===== src/mvm_params.svh =====
`ifndef MVM_PARAMS_SVH
`define MVM_PARAMS_SVH

// ********************************************************************
// layer geometry and word width
// ********************************************************************

// signed fixed point word
`define MVM_DATA_W 16

// input vector length and weight columns
`define MVM_N_IN 8

// lanes, one per output
`define MVM_N_OUT 16

// address widths
`define MVM_IN_AW 3
`define MVM_OUT_AW 4

`endif


===== src/mvm_pkg.sv =====
`default_nettype none

`include "mvm_params.svh"

package mvm_pkg;

   typedef logic signed [`MVM_DATA_W-1:0] data_t;   // every datapath value

   typedef enum logic [1:0] {
      st_load,      // taking input words
      st_compute,   // issuing column addresses
      st_drain,     // pipeline flush
      st_output     // results out, lane order
   } ctrl_state_t;

endpackage

`default_nettype wire


===== src/mvm_control.sv =====
`timescale 1ns/1ns
`default_nettype none

`include "mvm_params.svh"

module mvm_control import mvm_pkg::*; (
   input  logic                   clk,
   input  logic                   reset,
   input  logic                   s_valid,
   input  logic                   m_ready,
   output logic                   s_ready,
   output logic                   m_valid,
   output logic                   x_wr,
   output logic [`MVM_IN_AW-1:0]  x_addr,
   output logic [`MVM_IN_AW-1:0]  rd_addr,
   output logic                   acc_load,
   output logic                   acc_en,
   output logic [`MVM_OUT_AW-1:0] out_sel
);

   ctrl_state_t           state;
   logic [`MVM_IN_AW-1:0] in_cnt;      // accepted words
   logic [`MVM_IN_AW-1:0] rd_cnt;      // column being issued
   logic                  drain_cnt;   // two flush cycles
   logic [1:0]            en_pipe;     // rom read + product register
   logic [`MVM_IN_AW:0]   en_cnt;      // enables seen this frame
   logic                  in_last;
   logic                  out_last;
   logic                  xfer;

   assign x_wr     = s_valid && s_ready;
   assign x_addr   = in_cnt;
   assign rd_addr  = rd_cnt;
   assign xfer     = m_valid && m_ready;
   assign in_last  = x_wr && (in_cnt == `MVM_IN_AW'(`MVM_N_IN - 1));
   assign out_last = xfer && (out_sel == `MVM_OUT_AW'(`MVM_N_OUT - 1));

   // ********************************************************************
   // main FSM
   // ********************************************************************
   always_ff @(posedge clk) begin
      if (reset) begin
         state     <= st_load;
         s_ready   <= 1'b0;
         m_valid   <= 1'b0;
         in_cnt    <= '0;
         rd_cnt    <= '0;
         drain_cnt <= 1'b0;
         out_sel   <= '0;
      end else begin
         case (state)
            st_load: begin
               s_ready <= 1'b1;
               if (x_wr) begin
                  in_cnt <= in_cnt + 1'b1;   // wraps to 0 after last word
               end
               if (in_last) begin
                  s_ready <= 1'b0;
                  rd_cnt  <= '0;
                  state   <= st_compute;
               end
            end
            st_compute: begin
               rd_cnt <= rd_cnt + 1'b1;
               if (rd_cnt == `MVM_IN_AW'(`MVM_N_IN - 1)) begin
                  drain_cnt <= 1'b0;
                  state     <= st_drain;
               end
            end
            st_drain: begin
               drain_cnt <= 1'b1;
               if (drain_cnt) begin
                  m_valid <= 1'b1;   // last product now in the accumulators
                  state   <= st_output;
               end
            end
            st_output: begin
               if (xfer) begin
                  out_sel <= out_sel + 1'b1;
               end
               if (out_last) begin
                  m_valid <= 1'b0;
                  s_ready <= 1'b1;
                  state   <= st_load;
               end
            end
            default: begin
               state <= st_load;
            end
         endcase
      end
   end

   // ********************************************************************
   // lane strobes
   // ********************************************************************
   // bias goes in while the first column is still being read
   assign acc_load = (state == st_compute) && (rd_cnt == '0);

   always_ff @(posedge clk) begin
      if (reset) begin
         en_pipe <= '0;
      end else begin
         en_pipe <= {en_pipe[0], state == st_compute};
      end
   end

   assign acc_en = en_pipe[1];   // lines up with prod_q

   always_ff @(posedge clk) begin
      if (reset) begin
         en_cnt <= '0;
      end else if (acc_load) begin
         en_cnt <= '0;
      end else if (acc_en) begin
         en_cnt <= en_cnt + 1'b1;
      end
   end

   // ********************************************************************
   // checks
   // ********************************************************************
   a_no_overlap: assert property (@(posedge clk) disable iff (reset)
      !(s_ready && m_valid))
      else $error("s_ready and m_valid high together");

   a_sel_step: assert property (@(posedge clk) disable iff (reset)
      (out_sel != $past(out_sel)) |-> ($past(xfer) || (state == st_load)))
      else $error("out_sel moved without a transfer");

   a_en_len: assert property (@(posedge clk) disable iff (reset)
      acc_en |-> (en_cnt < `MVM_N_IN))
      else $error("acc_en longer than one vector");

endmodule

`default_nettype wire


===== config.mk =====
export PLATFORM = sky130hd
export DESIGN_NAME = mvm_control
export DESIGN_NICKNAME = d
export VERILOG_FILES = /design/src/mvm_pkg.sv /design/src/mvm_control.sv
export VERILOG_INCLUDE_DIRS = /design/src
export SDC_FILE = /design/constraint.sdc
export NUM_CORES = 1
export LEC_CHECK = 0
export ABC_AREA = 1
export BUFFER_PORTS_ARGS = -buffer_cell sky130_fd_sc_hd__buf_2
export CORE_UTILIZATION = 52
export CTS_CLUSTER_DIAMETER = 60
export DETAILED_ROUTE_END_ITERATION = 12
export PLACE_DENSITY = 0.88
export SETUP_SLACK_MARGIN = 0.1
export SLEW_MARGIN = 20
export SYNTH_ARGS = -nofsm -noshare
export SYNTH_HDL_FRONTEND = slang
export SYNTH_SLANG_ARGS = --single-unit

===== constraint.sdc =====
create_clock -name clk -period 1.35 [get_ports clk]
set_input_delay 0.135 -clock clk [delete_from_list [all_inputs] [get_ports clk]]
set_output_delay 0.135 -clock clk [all_outputs]
set_load 0.1 [all_outputs]

==> reports/qor.csv, run 1 <==
stage;metric;value;unit
run_status;outcome;finished, violations left;
run_status;violated checks;setup timing;
logic_synthesis;cell accounting for the most synthesized area;dfxtp_1;
logic_synthesis;leading post-synthesis cells by cell area;dfxtp_1, ha_1, nand2_1;
pwr;PwrDens;1570;mW/mm2
sta;highest attainable clock frequency;710.2;MHz
finish;final layout net count;163;
global_route;Remaining Overflow, GRT;0;
placed_design;RePlAce Congestion;0.7661;
die;Die Footprint;0.001875;mm2
drt;routed wire length;2.958;mm
global_route;first-pass GRT wire length;3.726;mm
finish;final core utilization;91.88;%
cts;TritonCTS clock tree;yes;
pwr;reported leakage power;0.5779;nW
cts;insertion delay to the later sink of the worst-skew pair;0.29;ns
critical_path;FF-to-FF path depth;6;
die;overall die width;43.31;um
cts;hold-fix buffers at CTS;0;
placed_design;post-detailed-placement cell area;0.001111;mm2
global_route;antenna violations before repair;0;
logic_synthesis;count of state elements after synthesis;17;
pwr;worst ir drop on vdd;1.209;mV
critical_path;Worst Setup End Kind;flop;
cts;CTS max path bufs;2;
critical_path;Worst setup SP type;flop;
die;height of the chip;43.31;um
hold_path;instance count along the most critical hold path;2;
sta;final critical-path share of the clock period;104.3;%
placed_design;worst slack, placed;-0.02679;ns
die;I/O pin cnt;19;
drt;number of remaining DRC errors;0;
critical_path;kind of critical path;flop to flop;
sta;worst slew slack as a fraction of its limit;67.86;%
logic_synthesis;mean area per synthesized cell;7.518;um2
finish;number of diodes;0;
cts;clock transition at the register clock pins on the worst setup and hold paths after CTS;0.10;ns
drt;detail-routed net length per standard cell;18.04;um
cts;clock net sink count;17;
logic_synthesis;number of standard cells after synthesis;118;
logic_synthesis;library cells used by synthesis;19;
drt;total number of vias;972;
sta;unrepaired setup endpoints after global routing;yes;
placed_design;# port buffers;18;
sta;Finish-stage setup viols;6;
cts;number of levels the H-tree was split into;1;
drt;Via-to-Cell Ratio;5.927;
hold_path;Hold WC Path Type;input pin to flop;
logic_synthesis;sequential area share after synthesis;38.36;%
die;initial standard-cell utilization of the core;57.55;%
logic_synthesis;post-synthesis cell area;887.1;um2
die;core area;0.001541;mm2
logic_synthesis;area fraction of the dominant cell type after synthesis;38.36;%
placed_design;total half-perimeter wirelength after legalization and detailed placement;1.387;mm
sta;final count of pins violating max slew;0;
sta;Worst Max-Slew Pin Slew;0.4854;ns
drt;remaining antenna violation count after routing;0;
drt;drt pass-1 iters;4;
flow_run;max capacitance violation total;0;
global_route;Total Routing Usage GR;27.33;%
sta;Post-Route Skew;0.006192;ns
sta;final hold violation count;0;
sta;fin worst setup slack;-0.05798;ns
sta;crit path time final;1.408;ns
critical_path;largest fanout on the critical path;6;
global_route;number of global-route vias before repair;833;
finish;Final Instance Area;0.001416;mm2
drt;violation count after the first detailed-routing iteration;44;
cts;CTS Buf Count;3;
finish;area grow syn2layout;59.66;%
logic_synthesis;warnings from Yosys;0;
global_route;largest net degree at the start of global routing;10;
cts;clock root buffer;clkbuf_4;
logic_synthesis;Post-Syn Nets;132;
critical_path;data required time at the worst endpoint;1.57;ns
critical_path;Data arrival, critical path;1.63;ns
finish;share of cells above drive strength 1;58.78;%
die;Cell Rows;14;
flip-flops by register name, indices dropped and copies added (netlist names):
register	flops
out_sel	4
rd_addr	3
x_addr	3
en_pipe	2
state	2
drain_cnt	1
m_valid	1
s_ready	1
final cells by class:
| class | count | area, um2 |
|---|---|---|
| multi-input cells | 79 | 670.6 |
| well taps | 16 | 20.02 |
| inverters | 20 | 86.33 |
| repair buffers | 28 | 220.2 |
| clock buffers | 4 | 26.28 |
| fillers | 57 | 125.1 |
| flip-flops and latches | 17 | 392.9 |
routing by layer:
metal / global-route usage, % / up-vias / wire length (um)
met5: 0 / - / 0
li1: - / 433 / -
met4: 8.485 / 0 / 140
met1: 32.45 / 449 / 1124
met2: 49.85 / 69 / 1456
met3: 4.255 / 21 / 236
cell families after synthesis:
logic type	share of synthesized area, %
AND/OR/NAND/NOR	24.68
buffers and inverters	9.590
AO/OA/AOI/OAI	13.26
flip-flops	38.36
adder cells (fa/ha/maj)	14.10
placed cells by master, fill, tap and decap left out, types with 5 or more instances in the layout:
| cell | count |
|---|---|
| nand2_1 | 18 |
| a21oi_1 | 7 |
| nand2_2 | 5 |
| buf_4 | 13 |
| clkbuf_4 | 5 |
| dfxtp_4 | 14 |
| nor2_1 | 8 |
| inv_1 | 12 |
| buf_2 | 9 |
| ha_4 | 8 |
timing repair:
item	4_1_cts	5_1_grt
resized for setup	27	36
endpoints found under the setup margin	10	17
gates cloned	0	0
pin swaps	9	10
buffers inserted	6	2
where the power goes:
part	internal [mW]	switching [mW]
sequential	0.578	0.0870
combinational	0.398	0.879
clock	0.115	0.166
total	1.09	1.13
synth_stat cells, drive strengths merged:
| cell type | n |
|---|---|
| a21oi | 12 |
| buf | 1 |
| clkbuf | 1 |
| dfxtp | 17 |
| ha | 10 |
| inv | 20 |
| nand2 | 26 |
| nand3 | 7 |
| nand4 | 2 |
| nor2 | 13 |
| nor3 | 1 |
| o21ai | 7 |
| o21bai | 1 |
critical path: stages, from the launching register on:
cell     delay, ns
dfxtp_4       0.38
inv_1         0.17
ha_4          0.23
nand2_2       0.10
o21ai_1       0.18
nand2_1       0.13
a21oi_2       0.15
worst paths after layout:
path | start | to | slack, ns
setup / recovery | state[0] | rd_addr[1] | -0.06
hold / removal | reset | rd_addr[2] | 0.13
setup reg to reg | state[0] | rd_addr[1] | -0.06
hold reg to reg | en_pipe[0] | en_pipe[1] | 0.42
per-stage QoR:
stage / setup TNS (ns) / instances / power, mW / hold WS [ns]
2_1_floorplan: -0.8802 / 118 / 1.360 / 0.3701
3_3_place_gp: 0 / 152 / 1.546 / 0.3998
3_5_place_dp: -0.02679 / 152 / 1.576 / 0.4047
4_1_cts: -0.05681 / 162 / 1.967 / 0.09797
5_1_grt: -0.5080 / 164 / 2.290 / 0.1418
6_report: -0.1999 / 164 / 2.223 / 0.1298
Note: power is estimated with default switching activity, not from simulation.
==> run 2, diff against run 1 <==
Settings changed: ABC_AREA 1 to 0, CORE_UTILIZATION 52 to 51, PLACE_DENSITY 0.88 to 0.87.
==> reports/qor.csv, run 2 <==
stage;metric;value;unit;change
run_status;outcome;finished, violations left;;
run_status;violated checks;setup timing;;
finish;final layout net count;132;;-19%
die;height of the chip;42.64;um;-1.5%
critical_path;Worst setup SP type;flop;;
finish;number of diodes;0;;unchanged
logic_synthesis;post-synthesis cell area;842.1;um2;-5.1%
pwr;reported leakage power;0.5172;nW;-11%
cts;number of levels the H-tree was split into;1;;unchanged
drt;drt pass-1 iters;4;;unchanged
logic_synthesis;sequential area share after synthesis;40.42;%;+2.1 points
global_route;Remaining Overflow, GRT;0;;unchanged
sta;fin worst setup slack;-0.1036;ns;-0.04559 ns
hold_path;Hold WC Path Type;input pin to flop;;
die;core area;0.001524;mm2;-1.1%
sta;highest attainable clock frequency;688.0;MHz;-3.1%
sta;Post-Route Skew;0.002948;ns;-0.003244 ns
placed_design;post-detailed-placement cell area;0.001105;mm2;-0.56%
critical_path;kind of critical path;flop to flop;;
logic_synthesis;number of flops mapped to enable cells by yosys;0;;unchanged
sta;final critical-path share of the clock period;107.7;%;+3.4 points
drt;routed wire length;2.098;mm;-29%
cts;clock net sink count;17;;unchanged
critical_path;Data arrival, critical path;1.68;ns;+0.05 ns
logic_synthesis;number of standard cells after synthesis;90;;-24%
hold_path;hold wc startpoint;reset;;
logic_synthesis;area fraction of the dominant cell type after synthesis;40.42;%;+2.1 points
logic_synthesis;most frequent cells after synthesis;dfxtp_1, nor2_1, ha_1;;
cts;clock root buffer;clkbuf_4;;
critical_path;FF-to-FF path depth;6;;unchanged
critical_path;slack of the worst reg-to-reg path;-0.10;ns;-0.05 ns
logic_synthesis;leading register cell type out of synthesis;dfxtp_1;;
logic_synthesis;mean area per synthesized cell;9.356;um2;+24%
cts;CTS Buf Count;3;;unchanged
finish;Most flops, register;out_sel;;
critical_path;largest fanout on the critical path;2;;-4
drt;violation count after the first detailed-routing iteration;13;;-70%
finish;share of cells above drive strength 1;55.56;%;-3.2 points
sta;Worst Max-Slew Pin Slew;0.4815;ns;-0.003860 ns
drt;total number of vias;726;;-25%
finish;number of fill cells in the layout;77;;+35%
logic_synthesis;leading post-synthesis cells by cell area;dfxtp_1, ha_1, mux2i_1;;
logic_synthesis;warnings from Yosys;0;;unchanged
critical_path;worst r2r src;x_addr[0];;
die;I/O pin cnt;19;;unchanged
drt;detail-routed net length per standard cell;15.77;um;-13%
critical_path;Worst Setup End Kind;flop;;
global_route;largest net degree at the start of global routing;20;;+10
finish;most frequent cells in the layout;buf_4, nor2_1, dfxtp_4;;
critical_path;reg2reg end;s_ready;;
drt;number of remaining DRC errors;0;;unchanged
sta;crit path time final;1.454;ns;+0.04559 ns
drt;Via-to-Cell Ratio;5.459;;-7.9%
finish;area grow syn2layout;48.89;%;
sta;final hold violation count;0;;unchanged
sta;unrepaired setup endpoints after global routing;yes;;
placed_design;total half-perimeter wirelength after legalization and detailed placement;1.424;mm;+2.7%
global_route;antenna violations before repair;0;;unchanged
logic_synthesis;library cells used by synthesis;27;;+8
finish;Final Instance Area;0.001254;mm2;-11%
finish;most common library cell in the layout ignoring fill and taps;buf_4;;
flow_run;max capacitance violation total;0;;unchanged
cts;CTS max path bufs;2;;unchanged
sta;final count of pins violating max slew;0;;unchanged
sta;setup TNS;-0.5044;ns;-0.3045 ns
finish;flip-flop and latch area;382.9;um2;-2.5%
die;overall die width;42.64;um;-1.5%
placed_design;Placed Cells incl. Taps;126;;-17%
logic_synthesis;most repeated cell in the gate-level netlist after synthesis;dfxtp_1;;
cts;clock transition at the register clock pins on the worst setup and hold paths after CTS;0.10;ns;about the same
hold_path;capture endpoint of the worst hold path;m_valid;;
pwr;Total Power Consumption;0.8803;mW;-60%
die;Cell Rows;14;;unchanged
cts;insertion delay to the later sink of the worst-skew pair;0.30;ns;about the same
drt;remaining antenna violation count after routing;0;;unchanged
placed_design;worst slack, placed;-0.05585;ns;-0.02906 ns
pwr;PwrDens;702.1;mW/mm2;-55%
logic_synthesis;cell accounting for the most synthesized area;dfxtp_1;;
global_route;number of global-route vias before repair;712;;-15%
cts;TritonCTS clock tree;yes;;
critical_path;data required time at the worst endpoint;1.58;ns;about the same
logic_synthesis;count of state elements after synthesis;17;;unchanged
placed_design;RePlAce Congestion;0.7734;;+0.95%
sta;worst slew slack as a fraction of its limit;68.12;%;+0.26 points
logic_synthesis;Post-synth ARST share;0;%;unchanged
finish;number of standard cells in the final layout excluding fillers;133;;-19%
global_route;first-pass GRT wire length;3.222;mm;-14%
sta;Finish-stage setup viols;7;;+1
finish;footprint of the multi-input gates;589.3;um2;-12%
die;initial standard-cell utilization of the core;55.25;%;-2.3 points
pwr;worst ir drop on vdd;0.6932;mV;-43%
placed_design;# port buffers;18;;unchanged
logic_synthesis;Post-Syn Nets;104;;-21%
die;Die Footprint;0.001818;mm2;-3.1%
global_route;Total Routing Usage GR;24.78;%;-2.6 points
hold_path;instance count along the most critical hold path;2;;unchanged
finish;number of flip-flops in the largest register;4;;unchanged
run 2: cell types whose count changed after synthesis, sizes merged, moves of 2 or more:
cell    previous run  this run
inv               20         6
and3               0         2
a32oi              0         2
mux2i              0         6
a21oi             12         3
nand2b             0         5
o21ai              7         2
nand3              7         2
nand2             26         5
nor2b              0         2
xor2               0         3
run 2: logic make-up after synthesis:
family | count (synthesis) | synth area share, %
AO/OA/AOI/OAI | 12 | 9.957
XOR/XNOR | 4 | 4.161
adder cells (fa/ha/maj) | 10 | 14.86
buffers and inverters | 9 | 4.160
flip-flops | 17 | 40.42
multiplexers | 6 | 7.133
AND/OR/NAND/NOR | 32 | 19.32
run 2: repair_timing:
item / in CTS / in global routing
hold buffers: 0 / 0
pin swaps: 6 / 0
setup endpoints to repair: 21 / 21
buffers inserted: 2 / 1
gates resized for setup: 17 / 13
run 2: power by group:
group	total, mW	leakage [nW]	internal (mW)	switching (mW)
clock network	0.281	0.0177	0.111	0.170
logic	0.103	0.352	0.0288	0.0741
registers	0.497	0.147	0.491	0.00607
total	0.880	0.517	0.630	0.250
run 2: per-layer routing:
| layer | global-route usage, % | wire (um) |
|---|---|---|
| met1 | 28.07 | 937 |
| met2 | 42.73 | 1079 |
| met3 | 3.017 | 37 |
| met4 | 16.25 | 44 |
| met5 | 0 | 0 |
run 2: cell type report:
class | count | area share, %
multi-input cells | 64 | 47.01
clock buffers | 3 | 1.796
well taps | 16 | 1.597
clock inverters | 1 | 0.3992
flip-flops and latches | 17 | 30.54
repair buffers | 26 | 16.67
inverters | 6 | 1.996
run 2: worst max path at each step:
stage               startpoint          to  cells after the start
detailed placement   x_addr[1]    state[0]                      6
global route         x_addr[0]  rd_addr[0]                      7
CTS                  x_addr[0]    state[0]                      6
global placement     x_addr[1]    state[0]                      6
floorplan            x_addr[0]    state[0]                      6
finish               x_addr[0]     s_ready                      6
run 2: through the flow:
stage,util [%],hold slack (ns)
6_report,82.27,0.1999
3_3_place_gp,72.50,0.4179
5_1_grt,82.27,0.2146
3_5_place_dp,72.50,0.4418
4_1_cts,78.82,0.1935
2_1_floorplan,-,0.4138
run 2: worst max-delay path, stage by stage, from the launching register on:
cell and delay [ns]:
dfxtp_4 0.36, ha_4 0.16, ha_4 0.14, and3_4 0.16, buf_4 0.13, or3_1 0.30, a31oi_1 0.13
==> run 3, diff against run 2 <==
Settings changed: GPL_TIMING_DRIVEN from default to 0.
==> reports/qor.csv, run 3 (synthesized netlist as in run 2, its figures left out) <==
stage;metric;value;unit;change
die;overall die width;42.64;um;unchanged
cts;CTS max path bufs;2;;unchanged
finish;most frequent cells in the layout;nor2_1, dfxtp_4, clkbuf_4;;
pwr;internal power of the cells;0.6304;mW;about the same
global_route;largest net degree at the start of global routing;11;;-45%
placed_design;post-detailed-placement cell area;0.001066;mm2;-3.5%
pwr;worst ir drop on vdd;0.6080;mV;-12%
die;Die Footprint;0.001818;mm2;unchanged
die;height of the chip;42.64;um;unchanged
run_status;violated checks;setup timing;;
drt;Via-to-Cell Ratio;5.592;;+2.4%
critical_path;data required time at the worst endpoint;1.56;ns;-0.02 ns
finish;final core utilization;78.82;%;-3.4 points
cts;clock transition at the register clock pins on the worst setup and hold paths after CTS;0.09;ns;about the same
finish;number of fill cells in the layout;90;;+17%
cts;TritonCTS clock tree;yes;;
critical_path;Critical path origin;x_addr[0];;
finish;final layout net count;129;;-2.3%
global_route;antenna violations before repair;0;;unchanged
drt;routed wire length;1.922;mm;-8.4%
die;I/O pin cnt;19;;unchanged
hold_path;hold wc startpoint;reset;;
pwr;reported leakage power;0.4916;nW;-5.0%
cts;clock net sink count;17;;unchanged
placed_design;RePlAce Congestion;0.7726;;-0.10%
pwr;switching fraction of total power;26.81;%;-1.6 points
critical_path;kind of critical path;flop to flop;;
sta;crit path time final;1.419;ns;-0.03421 ns
finish;number of diodes;0;;unchanged
drt;total length of routed met2 wires;1.034;mm;-4.2%
run_status;outcome;finished, violations left;;
cts;insertion delay to the later sink of the worst-skew pair;0.28;ns;-0.02 ns
finish;number of flip-flops in the largest register;4;;unchanged
pwr;part of the power in the clock network;30.8;%;-1.1 points
global_route;first-pass GRT wire length;3.208;mm;-0.43%
drt;routed wire length on met3;63;um;+70%
placed_design;# port buffers;17;;-1
sta;worst slew slack as a fraction of its limit;68.42;%;+0.30 points
global_route;number of global-route vias before repair;730;;+2.5%
critical_path;worst r2r src;x_addr[0];;
finish;Most flops, register;out_sel;;
sta;final hold violation count;0;;unchanged
critical_path;largest fanout on the critical path;4;;+2
sta;Finish-stage setup viols;4;;-3
sta;unrepaired setup endpoints after global routing;yes;;
drt;Routed met1 length;789;um;-16%
pwr;combinational group share of total power;11.9;%;+0.2 points
sta;Worst Max-Slew Pin Slew;0.4737;ns;-0.007807 ns
sta;Post-Route Skew;0.002051;ns;-0.0008974 ns
hold_path;Hold WC Path Type;input pin to flop;;
die;Cell Rows;14;;unchanged
cts;number of levels the H-tree was split into;1;;unchanged
cts;CTS Buf Count;3;;unchanged
pwr;PwrDens;717.1;mW/mm2;+2.1%
drt;highest routed metal layer;met4;;
global_route;Remaining Overflow, GRT;0;;unchanged
die;initial standard-cell utilization of the core;55.25;%;unchanged
critical_path;Data arrival, critical path;1.63;ns;-0.05 ns
pwr;Total Power Consumption;0.8614;mW;-2.1%
flow_run;max capacitance violation total;0;;unchanged
drt;detail-routed net length per standard cell;14.78;um;-6.3%
sta;final critical-path share of the clock period;105.1;%;-2.5 points
sta;final count of pins violating max slew;0;;unchanged
finish;Final Instance Area;0.001201;mm2;-4.2%
drt;total number of vias;727;;+0.14%
pwr;net switching power figure;0.2310;mW;-7.7%
global_route;Total Routing Usage GR;24.31;%;-0.47 points
cts;clock root buffer;clkbuf_4;;
finish;share of cells above drive strength 1;50.00;%;-5.6 points
drt;violation count after the first detailed-routing iteration;11;;-2
sta;fin worst setup slack;-0.06936;ns;+0.03421 ns
drt;number of remaining DRC errors;0;;unchanged
sta;highest attainable clock frequency;704.5;MHz;+2.4%
critical_path;Worst Setup End Kind;flop;;
pwr;share of total power in sequential cells;57.4;%;+1.0 points
drt;drt pass-1 iters;4;;unchanged
placed_design;total half-perimeter wirelength after legalization and detailed placement;1.337;mm;-6.1%
critical_path;Worst setup SP type;flop;;
drt;remaining antenna violation count after routing;0;;unchanged
finish;area grow syn2layout;42.64;%;
die;core area;0.001524;mm2;unchanged
==> run 3: cell types whose count changed in the layout (fill, tap and decap cells not counted), sizes merged <==
cell / change
buf: -6
clkinv: -1
clkbuf: +4
==> run 3: area by class of cell <==
cell class / instances / area, um2 / share of cell area [%]
Buffer: 3 / 18.77 / 1.563
Clock buffer: 4 / 26.28 / 2.188
Inverter: 6 / 25.02 / 2.083
Multi-Input combinational cell: 64 / 578.1 / 48.13
Sequential cell: 17 / 385.4 / 32.08
Tap cell: 16 / 20.02 / 1.667
Timing Repair Buffer: 20 / 147.6 / 12.29
==> run 3: worst max-delay path, cell delays in order (launching register included) <==
cell and delay [ns]:
dfxtp_4 0.37, ha_4 0.14, ha_4 0.11, and3_4 0.17, nand2b_4 0.13, o2111a_2 0.24
mux2i_1 0.18
==> run 3: power groups by stage <==
stage                     clock network, mW  logic (mW)  registers [mW]
after floorplan                           0      0.0352           0.549
after global placement                    0      0.0897           0.509
after detailed placement                  0      0.0918           0.509
after CTS                             0.270       0.102           0.496
after global routing                  0.298       0.106           0.495
final                                 0.265       0.102           0.494
==> run 3: worst paths after layout <==
| path | to | slack (ns) | cells after the start |
|---|---|---|---|
| min | en_pipe[1] | 0.22 | 2 |
| max reg2reg | state[1] | -0.07 | 6 |
| min reg2reg | en_pipe[1] | 0.46 | 1 |
| max | state[1] | -0.07 | 6 |
==> run 3: stage by stage <==
stage	std cells	worst slack (ns)	TNS, ns	hold slack, ns
after floorplan	90	-0.2332	-0.9215	0.4138
after global placement	123	-0.05487	-0.1709	0.4195
after detailed placement	123	-0.1155	-0.5956	0.4371
after CTS	130	-0.06653	-0.2026	0.2187
after global routing	130	-0.1254	-0.7626	0.2594
final	130	-0.06936	-0.1926	0.2227
==> run 3: timing repair <==
item / CTS / global route
setup buffers: 3 / 0
gates resized for setup: 16 / 11
hold buffers: 0 / 0
endpoints found under the hold margin: 0 / 0
endpoints found under the setup margin: 17 / 21
pin swaps: 7 / 0
==> run 3: metal layers <==
layer	global-route usage, %	up-vias
li1	-	361
met1	27.47	345
met2	42.73	15
met3	5.603	6
met4	10.63	0
met5	0	-
